==> src/logic/core_cfg.svh <==
`ifndef CORE_CFG_SVH
`define CORE_CFG_SVH

// Data path and address width
`define CORE_XLEN 64

// Instruction word width
`define CORE_ILEN 32

// Architectural integer registers
`define CORE_NREGS 32

// Register address width follows from the register count
`define CORE_RAW $clog2(`CORE_NREGS)

// Byte distance between sequential instructions
`define CORE_INSTR_BYTES 4

`endif

==> src/logic/core_pkg.sv <==
`include "core_cfg.svh"

package core_pkg;

  // Major opcodes of the supported subset
  typedef enum logic [6:0] {
    OP_IMM = 7'b0010011,
    OP     = 7'b0110011,
    LUI    = 7'b0110111,
    JAL    = 7'b1101111,
    BRANCH = 7'b1100011
  } opcode_e;

  typedef enum logic [2:0] {
    ALU_ADD,
    ALU_SUB,
    ALU_AND,
    ALU_OR,
    ALU_XOR,
    ALU_SLT,
    ALU_PASS_B
  } alu_op_e;

  // Fetch sequencing, one instruction in flight
  typedef enum logic [1:0] {
    FETCH_IDLE,
    FETCH_WAIT,
    FETCH_BUSY
  } fetch_state_e;

  // Control word handed from decode to execute
  typedef struct packed {
    alu_op_e                alu_op;
    logic                   use_imm;
    logic [`CORE_XLEN-1:0]  imm;
    logic [`CORE_RAW-1:0]   rd;
    logic                   reg_write;
    logic                   is_branch;
    // Inverts the equality test for BNE
    logic                   branch_ne;
    logic                   is_jump;
  } decoded_t;

endpackage

==> src/logic/fetch_unit.sv <==
`timescale 1ns/1ps
`include "core_cfg.svh"

module fetch_unit (
  input  logic                  clk,
  input  logic                  reset,
  input  logic [`CORE_XLEN-1:0] entry,
  input  logic [`CORE_ILEN-1:0] imem_rdata,
  input  logic                  imem_valid,
  input  logic                  redirect_valid,
  input  logic [`CORE_XLEN-1:0] redirect_pc,
  output logic                  imem_req,
  output logic [`CORE_XLEN-1:0] imem_addr,
  output logic                  instr_valid,
  output logic [`CORE_ILEN-1:0] instr_word,
  output logic [`CORE_XLEN-1:0] instr_pc
);

  core_pkg::fetch_state_e state;
  logic [`CORE_XLEN-1:0]  pc;

  always_ff @(posedge clk) begin
    if (reset) begin
      state    <= core_pkg::FETCH_IDLE;
      pc       <= entry;
      imem_req <= 1'b0;
    end else begin
      // Request is a single-cycle strobe
      imem_req <= 1'b0;
      case (state)
        core_pkg::FETCH_IDLE: begin
          imem_req <= 1'b1;
          state    <= core_pkg::FETCH_WAIT;
        end
        core_pkg::FETCH_WAIT: begin
          if (imem_valid) begin
            state <= core_pkg::FETCH_BUSY;
          end
        end
        core_pkg::FETCH_BUSY: begin
          // Redirect starts the next request right away
          if (redirect_valid) begin
            pc       <= redirect_pc;
            imem_req <= 1'b1;
            state    <= core_pkg::FETCH_WAIT;
          end
        end
        default: begin
          state <= core_pkg::FETCH_IDLE;
        end
      endcase
    end
  end

  // Address stays on pc until the response returns
  assign imem_addr = pc;

  // Responses outside WAIT are dropped
  assign instr_valid = (state == core_pkg::FETCH_WAIT) && imem_valid;
  assign instr_word  = imem_rdata;
  assign instr_pc    = pc;

endmodule

==> config.mk <==
export PLATFORM = sky130hd
export DESIGN_NAME = fetch_unit
export DESIGN_NICKNAME = d
export VERILOG_FILES = /design/src/logic/core_pkg.sv /design/src/logic/fetch_unit.sv
export VERILOG_INCLUDE_DIRS = /design/src /design/src/logic
export SDC_FILE = /design/constraint.sdc
export NUM_CORES = 1
export LEC_CHECK = 0
export BUFFER_PORTS_ARGS = -buffer_cell sky130_fd_sc_hd__buf_2
export CAP_MARGIN = 30
export CORE_AREA = 10 10 119 121
export CTS_BUF_LIST = sky130_fd_sc_hd__clkbuf_2
export CTS_CLUSTER_SIZE = 8
export DETAILED_ROUTE_END_ITERATION = 7
export DIE_AREA = 0 0 129 131
export MAX_ROUTING_LAYER = met4
export PLACE_DENSITY = 0.7
export SLEW_MARGIN = 20
export SYNTH_ARGS = -nofsm -noshare
export SYNTH_HDL_FRONTEND = slang
export SYNTH_SLANG_ARGS = --single-unit
==> constraint.sdc <==
create_clock -name clk -period 3.25 [get_ports clk]
set_input_delay 0.1625 -clock clk [delete_from_list [all_inputs] [get_ports clk]]
set_output_delay 0.1625 -clock clk [all_outputs]
set_load 0.005 [all_outputs]
==> flow_summary_export.csv, run 1 <==
group,metric,value,unit
floorplan,rows,40,
synthesis,yosys.cell_types.count,14,
cts,cts_resized,0,
cts,cts_post_setup_buffers_inserted,0,
synthesis,synthTopCellsByArea,"edfxtp_1, buf_4, mux2_2",
status,outcome,"aborted with a tool error",
floorplan,floorplan.io_pins,326,
synthesis,synthesis.nets,409,
place,finalWeightedCongestion,0.7912,
cts,deepest_level_of_the_cts_h_tree,3,
cts,ctsLongestPathBuffers,2,
floorplan,die_height,131,um
cts,cell_at_the_root_of_the_clock_tree,"clkbuf_2",
synthesis,syn-cell-area,0.003547,mm^2
status,error_line,"[ERROR RSZ-0060] Max buffer count reached.",
floorplan,start_util,30.03,%
floorplan,die_width,129,um
synthesis,flip_flop_and_latch_count_after_synthesis,67,
synthesis,netlist.top_cell.by_area,"edfxtp_1",
synthesis,synthesis.instances,245,
cts,numCtsBuffers,9,
synthesis,synth_top_cell_area_share,54.18,%
cts,clock-sinks,67,
place,port_buffers,261,
place,place_ws,1390,ps
status,last_stage,"clock tree synthesis",
cts,cts_hold_fix_bufs,115,
synthesis,ys_seq_area_share,55.87,%
place,numPlacedInstances,551,
place,place_hpwl,8508,um
synthesis,synth-warning-count,0,
synthesis,syn_avg_cell_area,14.48,um^2
==> cell usage after synthesis <==
library cell  count
a31o_2            1
or4b_1            1
edfxtp_1         64
nand2_1           1
inv_1             2
mux2_2           64
dfxtp_1           3
a211oi_1          1
o31ai_1           2
nor2_1            1
a211o_1           1
buf_6             3
buf_4            96
buf_2             5
==> kinds of logic after synthesis <==
| logic type | count (synthesis) | share of synthesized area [%] |
|---|---|---|
| DFF | 67 | 55.87 |
| and+or+nand+nor | 3 | 0.4936 |
| AOI/OAI and AO/OA | 5 | 1.129 |
| buffers and inverters | 106 | 22.19 |
| muxes | 64 | 20.32 |
==> through the flow <==
step                hold slack (ps)  cell area, um^2
floorplan                     316.0             3547
global placement              325.0             4282
detailed placement            325.0             4282
==> run 2: changes to the inputs <==
--- a/config.mk
+++ b/config.mk
@@ -8,13 +8,10 @@
 export LEC_CHECK = 0
 export BUFFER_PORTS_ARGS = -buffer_cell sky130_fd_sc_hd__buf_2
 export CAP_MARGIN = 30
-export CORE_AREA = 10 10 119 121
-export CTS_BUF_LIST = sky130_fd_sc_hd__clkbuf_2
-export CTS_CLUSTER_SIZE = 8
+export CORE_AREA = 10 10 117 119
 export DETAILED_ROUTE_END_ITERATION = 7
-export DIE_AREA = 0 0 129 131
-export MAX_ROUTING_LAYER = met4
-export PLACE_DENSITY = 0.7
+export DIE_AREA = 0 0 127 129
+export PLACE_DENSITY_LB_ADDON = 0.15
 export SLEW_MARGIN = 20
 export SYNTH_ARGS = -nofsm -noshare
 export SYNTH_HDL_FRONTEND = slang
==> run 2 against run 1 <==
Synthesized cell count did not move. Area after synthesis did not move. The run now ends clean.
==> flow_summary_export.csv, run 2 <==
group,metric,value,unit
timing,clock.fmax,598.3,MHz
job,timing.max_cap.violations,0,
finish,multi_input_area,787.0,um^2
floorplan,start_util,31.33,%
finish,final_net_count,578,
synthesis,netlist.top_cell.by_area,"edfxtp_1",
place,place_hpwl,8740,um
floorplan,rows,39,
synthesis,synth_top_cell_area_share,54.18,%
timing,final-max-slew-violation-count,0,
finish,areaGrowthSynthToFinish,27.51,%
power_and_ir_drop,netSwitchingPower,0.5085,mW
floorplan,placeableCoreArea,0.01132,mm^2
global_routing,globalRouteOverflowTotal,0,
detailed_routing,route.final.wire_length,10780,um
min_path,worstHoldPathType,"input pin to flip-flop",
timing,final_period_minus_worst_setup_slack,1671,ps
cts,cell_at_the_root_of_the_clock_tree,"clkbuf_16",
finish,design_area,0.004523,mm^2
power_and_ir_drop,pwr_density_cell,493.5,mW/mm^2
power_and_ir_drop,intPower,1.724,mW
setup_path,critical_path_peak_fanout,64,
synthesis,synthesis.nets,409,
setup_path,cp-start-kind,"flip-flop",
finish,seqCellArea,0.001982,mm^2
cts,deepest_level_of_the_cts_h_tree,3,
power_and_ir_drop,comb_power_share,14.5,%
global_routing,first_pass_grt_wire_length,15700,um
finish,fillerInstances,1120,
global_routing,largest_net_degree_at_the_start_of_global_routing,70,
power_and_ir_drop,ir_drop,220.9,uV
setup_path,ordered_cell_list_for_the_critical_path,"a31o_4",
synthesis,flip_flop_and_latch_count_after_synthesis,67,
setup_path,data_arrival_time_at_the_worst_slack_endpoint,1620,ps
cts,tritoncts,"yes",
finish,largest_reg_flops,64,
cts,cts.reportedPaths.clkPinSlew,50,ps
synthesis,ys_seq_area_share,55.87,%
global_routing,number_of_antenna_violations_at_the_first_check_in_global_routing,1,
timing,timing.final.crit_share,51.43,%
detailed_routing,drt-initial-drc-count,105,
synthesis,synth-async-reset-ratio,0,%
setup_path,rr_startpoint,"state[1]",
floorplan,die_width,127,um
setup_path,end_kind,"flip-flop",
detailed_routing,routed_wire_length_per_instance,19.19,um
synthesis,synth-edff-count,64,
cts,cts_post_setup_buffers_inserted,0,
global_routing,number_of_global_route_vias_before_repair,2852,
setup_path,crit_path_start,"state[1]",
place,port_buffers,261,
detailed_routing,postRouteAntennaNets,0,
synthesis,yosys.cell_types.count,14,
power_and_ir_drop,power.share.sequential,47.6,%
cts,numCtsBuffers,9,
setup_path,worst_path_max_delay_cell,"a31o_4",
floorplan,die_area,0.01638,mm^2
cts,cts_hold_fix_bufs,0,
synthesis,yosys.cell_count.top_type,"buf_4",
setup_path,cp_data_required_time,3200,ps
floorplan,die_height,129,um
floorplan,floorplan.io_pins,326,
setup_path,critical_path.n_buffers_inverters,0,
timing,fin_worst_hold_slack,130.0,ps
timing,slew_headroom,35.65,%
cts,cts_resized,0,
synthesis,syn-cell-area,0.003547,mm^2
synthesis,synthesis.instances,245,
detailed_routing,routed-via-count,2404,
status,outcome,"completed",
setup_path,class_of_the_most_critical_setup_path,"flip-flop to flip-flop",
place,finalWeightedCongestion,0.7073,
cts,clock-sinks,67,
detailed_routing,detail_route.drc_violations,0,
detailed_routing,viasPerCell,4.278,
setup_path,max_stage_delay,780,ps
timing,timing.final.hold_violations,0,
power_and_ir_drop,power.switching_fraction,22.78,%
cts,ctsLongestPathBuffers,2,
timing,worst_slew_pin_slew,965.2,ps
finish,layout-drive-gt1-share,81.10,%
setup_path,cp_top_family,"compound AO/OA/AOI/OAI gates",
synthesis,synth_commonest_cells,"buf_4, edfxtp_1, mux2_2, buf_2",
timing,final.setup_skew,2.800,ps
global_routing,grtUsageTotal,12.45,%
synthesis,synth-warning-count,0,
power_and_ir_drop,power_leakage,2.096,nW
timing,setup_viol,0,
min_path,startpoint_of_the_most_critical_hold_path,"redirect_valid",
synthesis,postSynth.topFlopCell,"edfxtp_1",
cts,clk_latency,330,ps
detailed_routing,drt-pass1-iter-count,4,
timing,grt_setup_unrepaired,"no",
power_and_ir_drop,part_of_the_total_power_dissipated_in_the_clock_network,37.9,%
finish,final_cell_mix,"buf_2, mux2_2, edfxtp_1",
place,placed_cell_area,0.004269,mm^2
finish,final_core_util,39.95,%
finish,layout.cells.most_common,"buf_2",
synthesis,syn_avg_cell_area,14.48,um^2
timing,totalNegativeSetupSlack,0,ps
synthesis,synthTopCellsByArea,"edfxtp_1, buf_4, mux2_2",
run 2: cell counts after synthesis:
Identical to the previous run, type by type.
run 2: cell type report:
class,count,share of cell area [%]
repair buffers,262,29.05
clock inverters,4,0.4149
flip-flops and latches,67,43.82
clock buffers,11,5.145
diodes,1,0.05533
multi-input cells,72,17.40
well taps,143,3.956
inverters,2,0.1660
run 2: cells by family (layout without fill, tap and decap cells):
kind of cell	count (synthesis)	after routing	synth area share, %
simple gates	3	3	0.4936
flops	67	67	55.87
other cells	0	1	0
mux	64	64	20.32
buf+inv	106	279	22.19
compound gates	5	5	1.129
run 2: per-layer routing:
| metal | global-route usage [%] | up-vias | share of wire, % |
|---|---|---|---|
| met1 | 11.31 | 1100 | 32 |
| met2 | 21.35 | 166 | 51 |
| met5 | 0 | - | 0 |
| met4 | 6.296 | 0 | 2.0 |
| met3 | 7.803 | 21 | 14 |
| li1 | - | 1117 | - |
run 2: power groups by stage:
stage          clock (mW)  combinational (mW)  sequential, mW
6_report            0.845               0.324            1.06
5_1_grt             0.915               0.361            1.07
4_1_cts             0.874               0.336            1.07
3_5_place_dp            0               0.336            1.08
3_3_place_gp            0               0.334            1.08
2_1_floorplan           0               0.220            1.09
run 2: worst paths after layout:
| kind | cells after the start | endpoint | slack, ps |
|---|---|---|---|
| hold / removal | 3 | state[0] | 130 |
| setup reg to reg | 1 | imem_addr[60] | 1580 |
| setup / recovery | 1 | imem_addr[60] | 1580 |
| hold reg to reg | 1 | imem_req | 540 |
run 2: metrics by stage:
step | power [mW] | worst slack [ps] | instances
final | 2.232 | 1579 | 562
after global routing | 2.347 | 1507 | 561
after CTS | 2.275 | 1564 | 561
after detailed placement | 1.416 | 1548 | 546
after global placement | 1.414 | 1557 | 546
after floorplan | 1.306 | 1441 | 245
Power figures use the tool's default switching activity.
==> run 3: changes to the inputs <==
--- a/config.mk
+++ b/config.mk
@@ -8,9 +8,9 @@
 export LEC_CHECK = 0
 export BUFFER_PORTS_ARGS = -buffer_cell sky130_fd_sc_hd__buf_2
 export CAP_MARGIN = 30
-export CORE_AREA = 10 10 117 119
+export CORE_AREA = 10 10 120 122
 export DETAILED_ROUTE_END_ITERATION = 7
-export DIE_AREA = 0 0 127 129
+export DIE_AREA = 0 0 130 132
 export PLACE_DENSITY_LB_ADDON = 0.15
 export SLEW_MARGIN = 20
 export SYNTH_ARGS = -nofsm -noshare
==> constraint.sdc (replaced) <==
create_clock -name clk -period 1.5 [get_ports clk]
set_input_delay 0.075 -clock clk [delete_from_list [all_inputs] [get_ports clk]]
set_output_delay 0.075 -clock clk [all_outputs]
set_load 0.005 [all_outputs]
==> run 3 against run 2 <==
Non-clock buffer count grew 2. Routed wire length down 0.50%. Die area is 4.7% higher. Maximum frequency increased by 29%. Combinational power up 130%. Global-route usage decreased by 0.56 points. Register-to-register slack got worse by 1400 ps. Worst hold slack lost 82 ps.
==> flow_summary_export.csv, run 3 (synthesis gave the netlist of run 2 again) <==
group,metric,value,unit
cts,cts_post_setup_buffers_inserted,0,
place,placed_cell_area,0.004302,mm^2
finish,final_net_count,581,
global_routing,largest_net_degree_at_the_start_of_global_routing,68,
setup_path,rr_startpoint,"state[0]",
detailed_routing,drt-pass1-iter-count,4,
place,place_hpwl,8455,um
setup_path,data_arrival_time_at_the_worst_slack_endpoint,1250,ps
finish,seqCellArea,0.001982,mm^2
global_routing,number_of_antenna_violations_at_the_first_check_in_global_routing,0,
place,place_ws,-79.42,ps
cts,ctsLongestPathBuffers,2,
cts,clk_latency,330,ps
setup_path,crit_path_start,"state[0]",
setup_path,critical_path_peak_fanout,32,
cts,clock-sinks,67,
timing,timing.final.crit_share,86.49,%
setup_path,cp-start-kind,"flip-flop",
finish,design_area,0.004653,mm^2
finish,fillerInstances,1172,
detailed_routing,postRouteAntennaNets,0,
finish,final_core_util,39.07,%
timing,final_critical_path_setup_slack,202.7,ps
timing,fin_worst_hold_slack,48.44,ps
finish,diodes,0,
finish,areaGrowthSynthToFinish,31.18,%
finish,layout.cells.most_common,"buf_2",
cts,cts_hold_fix_bufs,0,
power_and_ir_drop,ir_drop,612.7,uV
place,port_buffers,261,
finish,multi_input_area,804.5,um^2
floorplan,die_height,132,um
timing,final_period_minus_worst_setup_slack,1297,ps
timing,totalNegativeSetupSlack,0,ps
timing,final.setup_skew,8.384,ps
power_and_ir_drop,power_leakage,2.147,nW
detailed_routing,routed_wire_length_per_instance,18.86,um
timing,grt_setup_unrepaired,"no",
timing,worst_slew_pin_slew,503.9,ps
place,finalWeightedCongestion,0.6741,
detailed_routing,viasPerCell,4.192,
finish,final_cell_mix,"buf_2, mux2_2, edfxtp_1",
timing,setup_viol,0,
detailed_routing,detail_route.drc_violations,0,
job,timing.max_cap.violations,0,
setup_path,cp_data_required_time,1450,ps
finish,layout-drive-gt1-share,81.28,%
cts,numCtsBuffers,9,
floorplan,placeableCoreArea,0.01191,mm^2
power_and_ir_drop,pwr_density_cell,1162,mW/mm^2
setup_path,r2r-end,"imem_addr[19]",
detailed_routing,route.final.wire_length,10730,um
status,outcome,"completed",
global_routing,number_of_global_route_vias_before_repair,2793,
floorplan,start_util,29.78,%
finish,largest_reg_flops,64,
timing,slew_headroom,66.41,%
cts,tritoncts,"yes",
setup_path,critPathCapture,"imem_addr[19]",
floorplan,floorplan.io_pins,326,
floorplan,die_width,130,um
detailed_routing,drt-initial-drc-count,109,
timing,timing.final.hold_violations,0,
setup_path,worstRegToRegCells,2,
timing,final-max-slew-violation-count,0,
detailed_routing,routed-via-count,2385,
cts,cell_at_the_root_of_the_clock_tree,"clkbuf_16",
floorplan,die_area,0.01716,mm^2
floorplan,rows,40,
global_routing,grtUsageTotal,11.89,%
timing,clock.fmax,770.8,MHz
setup_path,rrSetupSlack,200,ps
global_routing,first_pass_grt_wire_length,15730,um
cts,cts.reportedPaths.clkPinSlew,60,ps
cts,cts_resized,1,
setup_path,class_of_the_most_critical_setup_path,"flip-flop to flip-flop",
setup_path,end_kind,"flip-flop",
global_routing,globalRouteOverflowTotal,0,
min_path,worstHoldPathType,"input pin to flip-flop",
cts,deepest_level_of_the_cts_h_tree,3,
-- run 3: worst max-delay path, stage by stage (launching register included) --
cell and delay (ps):
dfxtp_1 310, inv_1 110, a31o_4 490
-- run 3: how the worst min path moves through the flow --
| stage | startpoint | end | slack (ps) | cells past startpoint |
|---|---|---|---|---|
| floorplan | redirect_valid | state[0] | 230 | 2 |
| global placement | imem_rdata[16] | instr_word[16] | 150 | 0 |
| detailed placement | imem_rdata[16] | instr_word[16] | 150 | 0 |
| CTS | entry[7] | imem_addr[7] | 30 | 2 |
| global route | redirect_pc[4] | imem_addr[4] | 40 | 2 |
| finish | entry[7] | imem_addr[7] | 50 | 2 |
-- run 3: final cells by class --
type,count,area share [%]
inverters,2,0.1613
flip-flops and latches,67,42.59
clock inverters,5,2.178
clock buffers,11,5.001
well taps,147,3.953
multi-input cells,73,17.29
repair buffers,264,28.83
-- run 3: metrics by stage --
step	power [mW]	instances
global placement	3.078	552
detailed placement	3.081	552
global route	5.684	569
CTS	5.517	569
finish	5.407	569
floorplan	2.830	245
-- run 3: per-layer routing --
| metal | track usage (%) | up-vias | wire, um |
|---|---|---|---|
| li1 | - | 1123 | - |
| met1 | 11.38 | 1087 | 3610 |
| met2 | 21.17 | 148 | 5596 |
| met3 | 5.310 | 27 | 1221 |
| met4 | 5.313 | 0 | 301 |
| met5 | 0 | - | 0 |
-- run 3: power breakdown --
part	switching (mW)	internal, mW
sequential	0.0662	2.23
combinational	0.309	0.421
clock	0.762	1.62
==> run 4: changes to the inputs <==
--- a/config.mk
+++ b/config.mk
@@ -11,7 +11,7 @@
 export CORE_AREA = 10 10 120 122
 export DETAILED_ROUTE_END_ITERATION = 7
 export DIE_AREA = 0 0 130 132
-export PLACE_DENSITY_LB_ADDON = 0.15
+export PLACE_DENSITY = 0.73
 export SLEW_MARGIN = 20
 export SYNTH_ARGS = -nofsm -noshare
 export SYNTH_HDL_FRONTEND = slang
==> run 4 against run 3 <==
Maximum frequency shrank 0.30%. Sequential power hardly changed. Combinational power increased by 0.7%. Clock power is 4% lower. Worst setup slack lost 3.9 ps. Sequential share of layout area grew 0.069 points. Via count is 1.8% higher. Routed wire length is 1.3% higher. Sequential cell count did not move. Critical path depth is the same.
==> flow_summary_export.csv, run 4 (synthesis gave the netlist of run 2 again) <==
group,metric,value,unit
cts,tritoncts,"yes",
timing,worst_slew_pin_slew,482.2,ps
timing,timing.final.hold_violations,0,
power_and_ir_drop,ir_drop,498.2,uV
floorplan,die_width,130,um
detailed_routing,routed-via-count,2427,
power_and_ir_drop,power_leakage,2.142,nW
timing,final_period_minus_worst_setup_slack,1301,ps
setup_path,critical_path_peak_fanout,32,
cts,clk_latency,320,ps
power_and_ir_drop,power.share.sequential,43.2,%
timing,totalNegativeSetupSlack,0,ps
cts,cts_resized,1,
cts,cts_post_setup_buffers_inserted,0,
timing,grt_setup_unrepaired,"no",
finish,diodes,0,
timing,setup_viol,0,
setup_path,max_stage_delay,480,ps
power_and_ir_drop,netSwitchingPower,1.213,mW
cts,numCtsBuffers,9,
setup_path,cp-start-kind,"flip-flop",
floorplan,die_height,132,um
global_routing,number_of_antenna_violations_at_the_first_check_in_global_routing,0,
global_routing,largest_net_degree_at_the_start_of_global_routing,70,
status,outcome,"completed",
finish,largest_reg_flops,64,
floorplan,rows,40,
power_and_ir_drop,part_of_the_total_power_dissipated_in_the_clock_network,43.0,%
global_routing,globalRouteOverflowTotal,0,
timing,slew_headroom,67.86,%
detailed_routing,postRouteAntennaNets,0,
min_path,worstHoldPathType,"input pin to flip-flop",
power_and_ir_drop,power.switching_fraction,22.76,%
power_and_ir_drop,pwr_density_cell,1147,mW/mm^2
setup_path,cp_data_required_time,1460,ps
cts,cts_hold_fix_bufs,0,
setup_path,ordered_cell_list_for_the_critical_path,"inv_1 -> a31o_4",
timing,timing.final.crit_share,86.75,%
place,port_buffers,261,
cts,deepest_level_of_the_cts_h_tree,3,
place,finalWeightedCongestion,0.7392,
floorplan,die_area,0.01716,mm^2
cts,cell_at_the_root_of_the_clock_tree,"clkbuf_16",
finish,layout-drive-gt1-share,81.99,%
timing,clock.fmax,768.5,MHz
power_and_ir_drop,intPower,4.117,mW
setup_path,critical_path.n_buffers_inverters,1,
floorplan,placeableCoreArea,0.01191,mm^2
finish,areaGrowthSynthToFinish,30.97,%
floorplan,floorplan.io_pins,326,
timing,final.setup_skew,4.118,ps
power_and_ir_drop,comb_power_share,13.8,%
detailed_routing,viasPerCell,4.265,
floorplan,start_util,29.78,%
detailed_routing,drt-initial-drc-count,48,
timing,final-max-slew-violation-count,0,
setup_path,cp_top_family,"compound AO/OA/AOI/OAI gates",
global_routing,number_of_global_route_vias_before_repair,2915,
place,placed_cell_area,0.004302,mm^2
detailed_routing,detail_route.drc_violations,0,
detailed_routing,drt-pass1-iter-count,4,
cts,ctsLongestPathBuffers,2,
global_routing,grtUsageTotal,11.94,%
finish,final_net_count,581,
global_routing,first_pass_grt_wire_length,15820,um
detailed_routing,route.final.wire_length,10870,um
finish,final_cell_mix,"buf_2, mux2_2, edfxtp_1",
job,timing.max_cap.violations,0,
finish,design_area,0.004646,mm^2
cts,cts.reportedPaths.clkPinSlew,60,ps
finish,layout.cells.most_common,"buf_2",
cts,clock-sinks,67,
detailed_routing,routed_wire_length_per_instance,19.10,um
place,place_hpwl,8784,um
setup_path,end_kind,"flip-flop",
setup_path,worst_path_max_delay_cell,"a31o_4",
setup_path,class_of_the_most_critical_setup_path,"flip-flop to flip-flop",
setup_path,data_arrival_time_at_the_worst_slack_endpoint,1270,ps
-- run 4: routing by layer --
metal  track usage, %  vias up  share of wire [%]
li1                 -     1124                  -
met1            10.44     1127                 33
met2            22.10      153                 54
met3            5.873       23                 11
met4            5.188        0                2.3
met5                0        -                  0
-- run 4: power by group through the flow --
stage / Clock (mW) / Combinational, mW / Sequential (mW)
after floorplan: 0 / 0.479 / 2.35
after global placement: 0 / 0.736 / 2.34
after detailed placement: 0 / 0.750 / 2.34
after CTS: 2.36 / 0.762 / 2.31
after global routing: 2.43 / 0.808 / 2.32
final: 2.29 / 0.735 / 2.30
-- run 4: metrics by stage --
step	util, %	cells	power [mW]	hold WS (ps)	setup WS, ps
4_1_cts	39.00	569	5.425	28.68	146.3
3_5_place_dp	36.11	552	3.092	150.0	-58.33
5_1_grt	39.00	569	5.564	31.44	120.6
3_3_place_gp	36.11	552	3.073	150.0	-19.69
2_1_floorplan	-	245	2.830	228.5	133.7
6_report	39.00	569	5.330	43.11	198.8
-- run 4: final timing paths --
check | start | slack, ps | endpoint | cells after the start
max | state[0] | 200 | imem_addr[38] | 2
min | imem_valid | 40 | state[1] | 3
max reg2reg | state[0] | 200 | imem_addr[38] | 2
min reg2reg | state[0] | 550 | imem_req | 2
-- run 4: layout make-up --
class | count | area [um^2]
Multi-Input combinational cell | 73 | 804.5
Inverter | 2 | 7.507
Clock buffer | 9 | 225.2
Tap cell | 147 | 183.9
Clock inverter | 7 | 101.3
Fill cell | 1131 | 7266
Timing Repair Buffer | 264 | 1341
Sequential cell | 67 | 1982
-- run 4: worst reg2reg max path, cell delays in order (launching register included) --
cell,delay [ps]
dfxtp_1,310
inv_1,130
a31o_4,480
