===== config.mk =====
export PLATFORM = sky130hd
export DESIGN_NAME = instr_decoder_flat
export DESIGN_NICKNAME = d
export VERILOG_FILES = /design/src/logic/core_pkg.sv /design/src/logic/issue_if.sv /design/src/logic/instr_decoder.sv /design/src/flat_wrapper.sv
export VERILOG_INCLUDE_DIRS = /design/src /design/src/logic
export SDC_FILE = /design/constraint.sdc
export NUM_CORES = 1
export LEC_CHECK = 0
export BUFFER_PORTS_ARGS = -buffer_cell sky130_fd_sc_hd__buf_4
export CORE_AREA = 2 2 195 197
export CTS_CLUSTER_DIAMETER = 150
export DETAILED_ROUTE_END_ITERATION = 10
export DIE_AREA = 0 0 197 199
export MAX_ROUTING_LAYER = met4
export PLACE_DENSITY_LB_ADDON = 0.1
export REMOVE_ABC_BUFFERS = 1
export SETUP_SLACK_MARGIN = 0.2
export SYNTH_ARGS = -nofsm -noshare
export SYNTH_HDL_FRONTEND = slang
export SYNTH_SLANG_ARGS = --single-unit

===== constraint.sdc =====
create_clock -name clk -period 2 [get_ports clk]
set_clock_uncertainty 0.05 [all_clocks]
set_input_delay 0.2 -clock clk [delete_from_list [all_inputs] [get_ports clk]]
set_output_delay 0.2 -clock clk [all_outputs]
set_load 0.02 [all_outputs]

===== src/logic/core_cfg.svh =====
`ifndef CORE_CFG_SVH
`define CORE_CFG_SVH

// Data path and address width
`define CORE_XLEN 64

// Instruction word width
`define CORE_ILEN 32

// Architectural integer registers
`define CORE_NREGS 32

// Register address width follows from the register count
`define CORE_RAW $clog2(`CORE_NREGS)

// Byte distance between sequential instructions
`define CORE_INSTR_BYTES 4

`endif


===== src/logic/core_pkg.sv =====
`include "core_cfg.svh"

package core_pkg;

  // Major opcodes of the supported subset
  typedef enum logic [6:0] {
    OP_IMM = 7'b0010011,
    OP     = 7'b0110011,
    LUI    = 7'b0110111,
    JAL    = 7'b1101111,
    BRANCH = 7'b1100011
  } opcode_e;

  typedef enum logic [2:0] {
    ALU_ADD,
    ALU_SUB,
    ALU_AND,
    ALU_OR,
    ALU_XOR,
    ALU_SLT,
    ALU_PASS_B
  } alu_op_e;

  // Fetch sequencing, one instruction in flight
  typedef enum logic [1:0] {
    FETCH_IDLE,
    FETCH_WAIT,
    FETCH_BUSY
  } fetch_state_e;

  // Control word handed from decode to execute
  typedef struct packed {
    alu_op_e                alu_op;
    logic                   use_imm;
    logic [`CORE_XLEN-1:0]  imm;
    logic [`CORE_RAW-1:0]   rd;
    logic                   reg_write;
    logic                   is_branch;
    // Inverts the equality test for BNE
    logic                   branch_ne;
    logic                   is_jump;
  } decoded_t;

endpackage


===== src/logic/issue_if.sv =====
`timescale 1ns/1ps
`include "core_cfg.svh"

interface issue_if;

  // One-cycle strobe, payload holds until the next strobe
  logic                  valid;
  logic [`CORE_XLEN-1:0] pc;
  core_pkg::decoded_t    ctrl;
  logic [`CORE_XLEN-1:0] rs1_data;
  logic [`CORE_XLEN-1:0] rs2_data;

  modport decoder (
    output valid,
    output pc,
    output ctrl,
    output rs1_data,
    output rs2_data
  );

  modport execute (
    input valid,
    input pc,
    input ctrl,
    input rs1_data,
    input rs2_data
  );

endinterface


===== src/logic/instr_decoder.sv =====
`timescale 1ns/1ps
`include "core_cfg.svh"

module instr_decoder (
  input  logic                  clk,
  input  logic                  reset,
  input  logic                  instr_valid,
  input  logic [`CORE_ILEN-1:0] instr_word,
  input  logic [`CORE_XLEN-1:0] instr_pc,
  output logic [`CORE_RAW-1:0]  rs1_addr,
  output logic [`CORE_RAW-1:0]  rs2_addr,
  input  logic [`CORE_XLEN-1:0] rs1_data,
  input  logic [`CORE_XLEN-1:0] rs2_data,
  issue_if.decoder              issue
);

  core_pkg::opcode_e     opcode;
  logic [2:0]            funct3;
  logic [6:0]            funct7;
  logic [`CORE_RAW-1:0]  rd_field;
  logic [`CORE_XLEN-1:0] imm_i;
  logic [`CORE_XLEN-1:0] imm_u;
  logic [`CORE_XLEN-1:0] imm_j;
  logic [`CORE_XLEN-1:0] imm_b;
  core_pkg::decoded_t    dec;

  assign opcode   = core_pkg::opcode_e'(instr_word[6:0]);
  assign funct3   = instr_word[14:12];
  assign funct7   = instr_word[31:25];
  assign rd_field = instr_word[11:7];
  assign rs1_addr = instr_word[19:15];
  assign rs2_addr = instr_word[24:20];

  // Sign-extended immediates
  assign imm_i = {{(`CORE_XLEN-12){instr_word[31]}}, instr_word[31:20]};
  assign imm_u = {{(`CORE_XLEN-32){instr_word[31]}}, instr_word[31:12], 12'b0};
  assign imm_j = {{(`CORE_XLEN-21){instr_word[31]}}, instr_word[31], instr_word[19:12],
                  instr_word[20], instr_word[30:21], 1'b0};
  assign imm_b = {{(`CORE_XLEN-13){instr_word[31]}}, instr_word[31], instr_word[7],
                  instr_word[30:25], instr_word[11:8], 1'b0};

  always_comb begin
    // Anything not matched below retires as a no-op
    dec    = '0;
    dec.rd = rd_field;
    case (opcode)
      core_pkg::OP_IMM: begin
        dec.use_imm   = 1'b1;
        dec.imm       = imm_i;
        dec.reg_write = 1'b1;
        case (funct3)
          3'b000:  dec.alu_op = core_pkg::ALU_ADD;
          3'b111:  dec.alu_op = core_pkg::ALU_AND;
          3'b110:  dec.alu_op = core_pkg::ALU_OR;
          3'b100:  dec.alu_op = core_pkg::ALU_XOR;
          default: dec.reg_write = 1'b0;
        endcase
      end
      core_pkg::OP: begin
        dec.reg_write = 1'b1;
        case ({funct7, funct3})
          {7'b0000000, 3'b000}: dec.alu_op = core_pkg::ALU_ADD;
          {7'b0100000, 3'b000}: dec.alu_op = core_pkg::ALU_SUB;
          {7'b0000000, 3'b111}: dec.alu_op = core_pkg::ALU_AND;
          {7'b0000000, 3'b110}: dec.alu_op = core_pkg::ALU_OR;
          {7'b0000000, 3'b100}: dec.alu_op = core_pkg::ALU_XOR;
          {7'b0000000, 3'b010}: dec.alu_op = core_pkg::ALU_SLT;
          default:              dec.reg_write = 1'b0;
        endcase
      end
      core_pkg::LUI: begin
        dec.alu_op    = core_pkg::ALU_PASS_B;
        dec.use_imm   = 1'b1;
        dec.imm       = imm_u;
        dec.reg_write = 1'b1;
      end
      core_pkg::JAL: begin
        dec.imm       = imm_j;
        dec.is_jump   = 1'b1;
        dec.reg_write = 1'b1;
      end
      core_pkg::BRANCH: begin
        dec.imm = imm_b;
        // Only BEQ and BNE
        if (funct3 == 3'b000 || funct3 == 3'b001) begin
          dec.is_branch = 1'b1;
          dec.branch_ne = funct3[0];
        end
      end
      default: begin
        dec.reg_write = 1'b0;
      end
    endcase
  end

  always_ff @(posedge clk) begin
    if (reset) begin
      issue.valid <= 1'b0;
    end else begin
      issue.valid <= instr_valid;
    end
  end

  // Operands sampled in the same cycle as the fetch response
  always_ff @(posedge clk) begin
    if (instr_valid) begin
      issue.pc       <= instr_pc;
      issue.ctrl     <= dec;
      issue.rs1_data <= rs1_data;
      issue.rs2_data <= rs2_data;
    end
  end

endmodule


===== src/flat_wrapper.sv =====
// flat-port wrapper written by rule: the top's interface ports become plain ports
module instr_decoder_flat 
  (clk, reset, instr_valid, instr_word, instr_pc, rs1_addr, rs2_addr, rs1_data, rs2_data, issue_valid, issue_pc, issue_ctrl, issue_rs1_data, issue_rs2_data);
  issue_if issue_i ();
  input  logic clk;
  input  logic reset;
  input  logic instr_valid;
  input  logic [`CORE_ILEN-1:0] instr_word;
  input  logic [`CORE_XLEN-1:0] instr_pc;
  output logic [`CORE_RAW-1:0] rs1_addr;
  output logic [`CORE_RAW-1:0] rs2_addr;
  input  logic [`CORE_XLEN-1:0] rs1_data;
  input  logic [`CORE_XLEN-1:0] rs2_data;
  output wire logic [$bits(issue_i.valid)-1:0] issue_valid;
  output wire logic [$bits(issue_i.pc)-1:0] issue_pc;
  output wire logic [$bits(issue_i.ctrl)-1:0] issue_ctrl;
  output wire logic [$bits(issue_i.rs1_data)-1:0] issue_rs1_data;
  output wire logic [$bits(issue_i.rs2_data)-1:0] issue_rs2_data;
  assign issue_valid = issue_i.valid;
  assign issue_pc = issue_i.pc;
  assign issue_ctrl = issue_i.ctrl;
  assign issue_rs1_data = issue_i.rs1_data;
  assign issue_rs2_data = issue_i.rs2_data;
  instr_decoder u_core (.clk(clk), .reset(reset), .instr_valid(instr_valid), .instr_word(instr_word), .instr_pc(instr_pc), .rs1_addr(rs1_addr), .rs2_addr(rs2_addr), .rs1_data(rs1_data), .rs2_data(rs2_data), .issue(issue_i));
endmodule

==> results of run 1 <==
layout make-up:
type	instances	area, sq um	share of cell area
timing repair buffer	738	6150	0.401
sequential	238	7140	0.466
multi-input combinational	85	566	0.0369
clock inverter	14	97.6	0.00637
antenna	4	10.0	0.000654
clock buffer	37	756	0.0493
tap	474	593	0.0387
inverter	3	11.3	0.000735
worst min-delay path: cells and delay by family:
kind | cells | cell delay, ns
AOI/OAI and AO/OA | 1 | 0.06
buffers and inverters | 1 | 0.15
and+or+nand+nor | 1 | 0.08
path summary, 6_finish.rpt:
path                  start                    end  slack [ns]  cells after the start
min           instr_word[5]  u_core.issue.ctrl[76]        0.07                      3
max   u_core.issue.ctrl[71]         issue_ctrl[70]        0.37                      2
registers in the layout, summed over array words and instances (netlist names):
signal and count:
u_core.issue.ctrl 45, u_core.issue.pc 64, u_core.issue.rs1_data 64, u_core.issue.rs2_data 64, u_core.issue.valid 1
kinds of logic (layout without fill, tap and decap cells):
family	after synthesis	after routing	synth area share
AO/OA/AOI/OAI	40	40	0.0368
XOR/XNOR	2	2	0.00217
buffers and inverters	51	792	0.0444
flip-flops	238	238	0.885
multiplexers	1	1	0.00124
other	0	4	0
AND/OR/NAND/NOR	42	42	0.0300
timing repair:
item,in CTS,in global routing
setup buffers,0,0
hold buffers,219,0
gates resized for setup,0,0
setup endpoints to repair,0,0
hold endpoints to repair,240,0
metal layers:
layer,up-vias,routed length (um),GRT usage,part of all wire
met3,35,3410,0.0660,0.12
met2,325,14100,0.236,0.51
met5,-,0,-,0
met1,2857,9650,0.141,0.35
li1,2866,-,-,-
met4,0,530,0.0312,0.019
power by group through the flow:
stage | Combinational [uW] | Sequential (uW) | Clock [uW]
floorplan | 36.5 | 6650 | 0
global placement | 1810 | 6100 | 0
detailed placement | 1810 | 6110 | 0
CTS | 2180 | 6010 | 5020
global route | 2270 | 6040 | 5210
finish | 2150 | 6000 | 4790
cell usage in the layout, fill, tap and decap left out, drive strengths merged, types with 4 or more instances in the layout:
cell type / count
nor2: 10
a22o: 4
nand4: 5
diode: 4
nor2b: 8
clkinv: 10
buf: 519
inv: 5
clkbuf: 37
a21oi: 7
a21o: 19
edfxtp: 237
dlygate4sd3: 219
nand2: 4
through the flow:
| stage | power, uW | hold WS (ns) | cell area (sq um) | utilization |
|---|---|---|---|---|
| CTS | 13200 | 0.0181 | 15300 | 0.412 |
| finish | 12900 | 0.0655 | 15300 | 0.412 |
| detailed placement | 7910 | 0.310 | 12300 | 0.330 |
| global route | 13500 | 0.0616 | 15300 | 0.412 |
| global placement | 7910 | 0.307 | 12300 | 0.330 |
| floorplan | 6690 | 0.222 | 7710 | - |
==> flow_summary.html, run 1 <==
<table>
<tr><th>Metric</th><th>Value</th></tr>
<tr><th colspan="2">Synth</th></tr>
<tr><td>Library cells used by synthesis</td><td>38</td></tr>
<tr><td>Most common cell in the netlist</td><td>sky130_fd_sc_hd__edfxtp_1</td></tr>
<tr><td>Avg Cell Area, Syn</td><td>21.6 sq um</td></tr>
<tr><td>Seq/Total Area, Yosys</td><td>0.885</td></tr>
<tr><td>Number of enable flip-flop cells after synthesis</td><td>237</td></tr>
<tr><td>Share of Yosys cell area claimed by the top area cell type</td><td>0.883</td></tr>
<tr><td>Fraction of registers with async set or reset after synthesis</td><td>0</td></tr>
<tr><td>Most area-hungry cell type in the Yosys netlist</td><td>sky130_fd_sc_hd__edfxtp_1</td></tr>
<tr><td>Warnings from Yosys</td><td>0</td></tr>
<tr><td>Post-Syn Instances</td><td>374</td></tr>
<tr><td>Most instantiated flip-flop cell in the synthesis netlist</td><td>sky130_fd_sc_hd__edfxtp_1</td></tr>
<tr><td>Register bit count reported by yosys</td><td>238</td></tr>
<tr><td>Netlist area before placement</td><td>0.00806 sq mm</td></tr>
<tr><td>Commonest cells in the netlist</td><td>sky130_fd_sc_hd__edfxtp_1 (237), sky130_fd_sc_hd__buf_4 (42), sky130_fd_sc_hd__a21o_1 (19)</td></tr>
<tr><td>Synth top area cells</td><td>sky130_fd_sc_hd__edfxtp_1 (88%), sky130_fd_sc_hd__buf_4 (3.9%), sky130_fd_sc_hd__a21o_1 (1.8%)</td></tr>
<tr><th colspan="2">Timing</th></tr>
<tr><td>Final-layout setup total negative slack</td><td>0 ns</td></tr>
<tr><td>Worst relative slew slack</td><td>0.675</td></tr>
<tr><td>Min Clock Period, post-route</td><td>1.63 ns</td></tr>
<tr><td>Unrepaired setup endpoints after global routing</td><td>no</td></tr>
<tr><td>Post-route clock period utilization</td><td>0.817</td></tr>
<tr><td>Highest attainable clock frequency</td><td>612 MHz</td></tr>
<tr><td>Min setup slack post-route</td><td>0.367 ns</td></tr>
<tr><td>Count of endpoints failing setup in the final report</td><td>0</td></tr>
<tr><td>Number of hold-slack violations in the final timing report</td><td>0</td></tr>
<tr><td>Pins Over Slew Limit</td><td>0</td></tr>
<tr><td>Slew @ Worst Pin</td><td>0.483 ns</td></tr>
<tr><th colspan="2">Hold path</th></tr>
<tr><td>Hold Path Class</td><td>input pin to flip-flop</td></tr>
<tr><th colspan="2">Placed design</th></tr>
<tr><td>Half-perimeter wire length after placement</td><td>20.4 mm</td></tr>
<tr><td>Pre-CTS setup slack</td><td>0.124 ns</td></tr>
<tr><td>PortBufs</td><td>506</td></tr>
<tr><td>Placed instance count</td><td>1319</td></tr>
<tr><td>Final estimated routing congestion in global placement</td><td>0.768</td></tr>
<tr><th colspan="2">Die</th></tr>
<tr><td>Horiz. Die Dim</td><td>197 um</td></tr>
<tr><td>Std cell rows</td><td>71</td></tr>
<tr><td>Total die area</td><td>0.0392 sq mm</td></tr>
<tr><td>I/O pin total</td><td>507</td></tr>
<tr><td>Die Span Y</td><td>199 um</td></tr>
<tr><td>Core region area</td><td>0.0371 sq mm</td></tr>
<tr><td>Starting density of the core</td><td>0.217</td></tr>
<tr><th colspan="2">GRT</th></tr>
<tr><td>Total GRT Usage</td><td>0.137</td></tr>
<tr><td>Total global routing overflow</td><td>0</td></tr>
<tr><td>Vias in the first global route</td><td>6352</td></tr>
<tr><td>Global-route wire length before repair</td><td>38.8 mm</td></tr>
<tr><td>Pin count of the biggest net entering global routing</td><td>48</td></tr>
<tr><td>Initial antenna violation count</td><td>4</td></tr>
<tr><th colspan="2">Worst setup path</th></tr>
<tr><td>Kind of end point of the critical path</td><td>output pin</td></tr>
<tr><td>Biggest fanout along the worst timing path</td><td>33</td></tr>
<tr><td>CP Data Required Time</td><td>1.75 ns</td></tr>
<tr><td>Largest delay share family, worst path</td><td>buffers and inverters</td></tr>
<tr><td>Delay of the slowest critical-path stage</td><td>0.33 ns</td></tr>
<tr><td>WP data arrival</td><td>1.38 ns</td></tr>
<tr><td>Ordered list of cells on the worst path</td><td>buf_4 -&gt; buf_4</td></tr>
<tr><td>Worst path bufs/invs</td><td>2</td></tr>
<tr><td>Sort of element at the start of the critical path</td><td>flip-flop</td></tr>
<tr><td>Critical Path Slowest Stage Cell</td><td>sky130_fd_sc_hd__edfxtp_1</td></tr>
<tr><td>Worst setup path class</td><td>flip-flop to output pin</td></tr>
<tr><td>Most used cell, CP</td><td>sky130_fd_sc_hd__buf_4</td></tr>
<tr><th colspan="2">Clocking</th></tr>
<tr><td># H-tree levels</td><td>1</td></tr>
<tr><td>Clk slew on worst S/H paths</td><td>0.05 ns</td></tr>
<tr><td>Number of sinks driven by the clock tree</td><td>238</td></tr>
<tr><td>Buffer levels on the longest clock path</td><td>3</td></tr>
<tr><td>Clock tree from TritonCTS</td><td>yes</td></tr>
<tr><td>Clock buffer count from CTS</td><td>29</td></tr>
<tr><td>Root buffer cell</td><td>sky130_fd_sc_hd__clkbuf_16</td></tr>
<tr><th colspan="2">Run</th></tr>
<tr><td>Number of max-capacitance violations reported</td><td>0</td></tr>
<tr><th colspan="2">Detailed routing</th></tr>
<tr><td>Per-cell via count in the routed design</td><td>3.82</td></tr>
<tr><td>Initial detailed-routing violation count</td><td>175</td></tr>
<tr><td>Post-route ant nets</td><td>0</td></tr>
<tr><td>Overall routed net length</td><td>27.7 mm</td></tr>
<tr><td>Drc violations</td><td>0</td></tr>
<tr><td>Total via count in the routed design</td><td>6083</td></tr>
<tr><td>Drt pass-1 iters</td><td>4</td></tr>
<tr><td>Final routed wire length divided by cell count</td><td>17.4 um</td></tr>
<tr><th colspan="2">Finish</th></tr>
<tr><td>Layout fillers</td><td>3455</td></tr>
<tr><td>Number of nets in the finished design</td><td>1322</td></tr>
<tr><td>Proportion of layout cells with a drive suffix above 1</td><td>0.502</td></tr>
<tr><td>Final Non-Filler Cells</td><td>1593</td></tr>
<tr><td>Area growth from synthesis to layout</td><td>90.0%</td></tr>
<tr><th colspan="2">Pwr</th></tr>
<tr><td>Sequential group share of total power</td><td>0.464</td></tr>
<tr><td>Fraction of power spent switching nets</td><td>0.245</td></tr>
<tr><td>Peak supply drop</td><td>0.600 mV</td></tr>
<tr><td>Clock power frac</td><td>0.370</td></tr>
<tr><td>Leakage component of the power</td><td>0.00651 uW</td></tr>
<tr><td>Fraction of power consumed by combinational cells</td><td>0.166</td></tr>
<tr><td>Psw</td><td>3180 uW</td></tr>
<tr><td>Int Power</td><td>9770 uW</td></tr>
<tr><td>Power density over cell area</td><td>845 mW/mm^2</td></tr>
<tr><th colspan="2">Run status</th></tr>
<tr><td>Run status</td><td>finished clean</td></tr>
</table>
Note: power is estimated with default switching activity, not from simulation.
==> inputs of run 2 (changes only) <==
clock period = 1.6 ns   (was 2 ns; I/O delays follow)
==> flow_summary.html, run 2 (same netlist as run 1, synthesis figures left out) <==
<table>
<tr><th>Metric</th><th>Value</th></tr>
<tr><th colspan="2">Run status</th></tr>
<tr><td>Run status</td><td>finished clean</td></tr>
<tr><th colspan="2">Finish</th></tr>
<tr><td>Number of nets in the finished design</td><td>1330 (+0.61%)</td></tr>
<tr><td>Commonest cells after routing, fill and taps aside</td><td>sky130_fd_sc_hd__buf_4 (518), sky130_fd_sc_hd__edfxtp_1 (237), sky130_fd_sc_hd__dlygate4sd3_1 (220)</td></tr>
<tr><td>Final Non-Filler Cells</td><td>1599 (+0.38%)</td></tr>
<tr><td>Area taken by flip-flops and latches</td><td>0.00714 sq mm (unchanged)</td></tr>
<tr><td>Area growth from synthesis to layout</td><td>91.4%</td></tr>
<tr><td>Proportion of layout cells with a drive suffix above 1</td><td>0.511 (+0.00889)</td></tr>
<tr><td>Leading cell type in the layout, fill and taps excluded</td><td>sky130_fd_sc_hd__buf_4</td></tr>
<tr><td>Area occupied by multi-input gates</td><td>583 sq um (+3.1%)</td></tr>
<tr><td>Layout fillers</td><td>3474 (+0.55%)</td></tr>
<tr><td>Top Registers</td><td>u_core.issue.pc (64), u_core.issue.rs1_data (64), u_core.issue.rs2_data (64)</td></tr>
<tr><th colspan="2">Detailed routing</th></tr>
<tr><td>Initial detailed-routing violation count</td><td>233 (+33%)</td></tr>
<tr><td>Overall routed net length</td><td>27.8 mm (+0.38%)</td></tr>
<tr><td>Per-cell via count in the routed design</td><td>3.86 (+1.2%)</td></tr>
<tr><td>Post-route ant nets</td><td>0 (unchanged)</td></tr>
<tr><td>Final routed wire length divided by cell count</td><td>17.4 um (about the same)</td></tr>
<tr><td>Drt pass-1 iters</td><td>5 (+1)</td></tr>
<tr><td>Drc violations</td><td>0 (unchanged)</td></tr>
<tr><td>Total via count in the routed design</td><td>6180 (+1.6%)</td></tr>
<tr><th colspan="2">Pwr</th></tr>
<tr><td>Leakage component of the power</td><td>0.00656 uW (+0.86%)</td></tr>
<tr><td>Peak supply drop</td><td>0.676 mV (+13%)</td></tr>
<tr><td>Power density over cell area</td><td>1050 mW/mm^2 (+24%)</td></tr>
<tr><th colspan="2">Die</th></tr>
<tr><td>Starting density of the core</td><td>0.217 (unchanged)</td></tr>
<tr><td>Core region area</td><td>0.0371 sq mm (unchanged)</td></tr>
<tr><td>I/O pin total</td><td>507 (unchanged)</td></tr>
<tr><td>Total die area</td><td>0.0392 sq mm (unchanged)</td></tr>
<tr><td>Die Span Y</td><td>199 um (unchanged)</td></tr>
<tr><td>Horiz. Die Dim</td><td>197 um (unchanged)</td></tr>
<tr><td>Std cell rows</td><td>71 (unchanged)</td></tr>
<tr><th colspan="2">Worst setup path</th></tr>
<tr><td>Sort of element at the start of the critical path</td><td>flip-flop</td></tr>
<tr><td>CP Data Required Time</td><td>1.39 ns (-0.36 ns)</td></tr>
<tr><td>Ordered list of cells on the worst path</td><td>buf_12 -&gt; buf_4</td></tr>
<tr><td>Largest delay share family, worst path</td><td>flip-flops</td></tr>
<tr><td>WP data arrival</td><td>1.33 ns (-0.05 ns)</td></tr>
<tr><td>Delay of the slowest critical-path stage</td><td>0.43 ns (+0.10 ns)</td></tr>
<tr><td>Worst path bufs/invs</td><td>2 (unchanged)</td></tr>
<tr><td>Biggest fanout along the worst timing path</td><td>33 (unchanged)</td></tr>
<tr><td>Worst setup path class</td><td>flip-flop to output pin</td></tr>
<tr><td>Kind of end point of the critical path</td><td>output pin</td></tr>
<tr><td>Critical Path Slowest Stage Cell</td><td>sky130_fd_sc_hd__edfxtp_1</td></tr>
<tr><th colspan="2">GRT</th></tr>
<tr><td>Pin count of the biggest net entering global routing</td><td>49 (+2.1%)</td></tr>
<tr><td>Met1 track demand over resource in global routing</td><td>0.145 (+0.00415)</td></tr>
<tr><td>Initial antenna violation count</td><td>2 (-2)</td></tr>
<tr><td>GR Layer Usage met3</td><td>0.0587 (-0.00729)</td></tr>
<tr><td>Global-route wire length before repair</td><td>39.2 mm (+1.1%)</td></tr>
<tr><td>Total GRT Usage</td><td>0.138 (+0.00142)</td></tr>
<tr><td>Vias in the first global route</td><td>6363 (+0.17%)</td></tr>
<tr><td>Total global routing overflow</td><td>0 (unchanged)</td></tr>
<tr><td>Most crowded layer after global routing</td><td>met2</td></tr>
<tr><td>Met2 Resource Use GR</td><td>0.239 (+0.00249)</td></tr>
<tr><th colspan="2">Timing</th></tr>
<tr><td>Highest attainable clock frequency</td><td>648 MHz</td></tr>
<tr><td>Number of hold-slack violations in the final timing report</td><td>0 (unchanged)</td></tr>
<tr><td>Final-layout setup total negative slack</td><td>0 ns (unchanged)</td></tr>
<tr><td>Post-route clock period utilization</td><td>0.965</td></tr>
<tr><td>Slew @ Worst Pin</td><td>0.624 ns (+0.141 ns)</td></tr>
<tr><td>Min Clock Period, post-route</td><td>1.54 ns</td></tr>
<tr><td>Count of endpoints failing setup in the final report</td><td>0 (unchanged)</td></tr>
<tr><td>Unrepaired setup endpoints after global routing</td><td>yes</td></tr>
<tr><td>Pins Over Slew Limit</td><td>0 (unchanged)</td></tr>
<tr><td>Worst relative slew slack</td><td>0.583 (-0.0926)</td></tr>
<tr><th colspan="2">Hold path</th></tr>
<tr><td>Worst hold path stage count</td><td>3 (unchanged)</td></tr>
<tr><td>Hold Path Class</td><td>input pin to flip-flop</td></tr>
<tr><td>Startpoint of the most critical hold path</td><td>instr_word[2]</td></tr>
<tr><td>Worst Hold End</td><td>u_core.issue.ctrl[0]</td></tr>
<tr><th colspan="2">Placed design</th></tr>
<tr><td>Placed instance count</td><td>1325 (+0.45%)</td></tr>
<tr><td>Final estimated routing congestion in global placement</td><td>0.772 (+0.43%)</td></tr>
<tr><td>PortBufs</td><td>506 (unchanged)</td></tr>
<tr><td>Half-perimeter wire length after placement</td><td>20.6 mm (+1.2%)</td></tr>
<tr><th colspan="2">Clocking</th></tr>
<tr><td>Root buffer cell</td><td>sky130_fd_sc_hd__clkbuf_16</td></tr>
<tr><td>Clk slew on worst S/H paths</td><td>0.06 ns (about the same)</td></tr>
<tr><td>Clock tree from TritonCTS</td><td>yes</td></tr>
<tr><td>Number of sinks driven by the clock tree</td><td>238 (unchanged)</td></tr>
<tr><td>Clock buffer count from CTS</td><td>29 (unchanged)</td></tr>
<tr><td>Buffer levels on the longest clock path</td><td>3 (unchanged)</td></tr>
<tr><td># H-tree levels</td><td>1 (unchanged)</td></tr>
<tr><th colspan="2">Run</th></tr>
<tr><td>Number of max-capacitance violations reported</td><td>0 (unchanged)</td></tr>
</table>
==> run 2: cell type report <==
| class | instances | share of cell area |
|---|---|---|
| clock inverters | 19 | 0.00779 |
| diodes | 2 | 0.000324 |
| well taps | 474 | 0.0385 |
| clock buffers | 32 | 0.0478 |
| repair buffers | 746 | 0.404 |
| flip-flops and latches | 238 | 0.463 |
| inverters | 3 | 0.000730 |
| multi-input cells | 85 | 0.0378 |
==> run 2: timing repair <==
item,in CTS,in global routing
setup buffers,0,1
hold endpoints to repair,252,0
pin swaps,0,2
cloned,0,0
hold buffers,220,0
endpoints found under the setup margin,34,36
resized for setup,4,4
==> run 2: routing by layer <==
layer  wire (um)  share of wire
met1       10100           0.36
met5           0              0
met3        3220           0.12
met4         447          0.016
met2       14100           0.51
==> run 2: metrics by stage <==
step           total power, uW  hold slack (ns)  cell area (sq um)   util  worst slack (ns)
2_1_floorplan             8360            0.182               7710      -             -2.90
3_3_place_gp              9900            0.267              12300  0.332            -0.121
3_5_place_dp              9900            0.268              12300  0.332            -0.147
4_1_cts                  16500           0.0192              15400  0.415            0.0281
5_1_grt                  16900           0.0647              15400  0.415           0.00153
6_report                 16200           0.0832              15400  0.415            0.0565
==> run 2: where the power goes <==
group / internal, uW / total (uW) / switching (uW)
combinational: 1380 / 2710 / 1330
sequential: 7370 / 7500 / 130
clock: 3440 / 6010 / 2570
==> run 2: how the worst max path moves through the flow <==
stage,from,endpoint,slack (ns),cells past startpoint
2_1_floorplan,u_core.issue.ctrl[71],issue_ctrl[40],-2.90,0
5_1_grt,u_core.issue.ctrl[71],issue_ctrl[56],0.002,2
4_1_cts,u_core.issue.ctrl[71],issue_ctrl[55],0.03,2
3_3_place_gp,instr_word[6],u_core.issue.ctrl[30],-0.12,6
3_5_place_dp,instr_word[6],u_core.issue.ctrl[31],-0.15,6
6_report,u_core.issue.ctrl[71],issue_ctrl[70],0.06,2
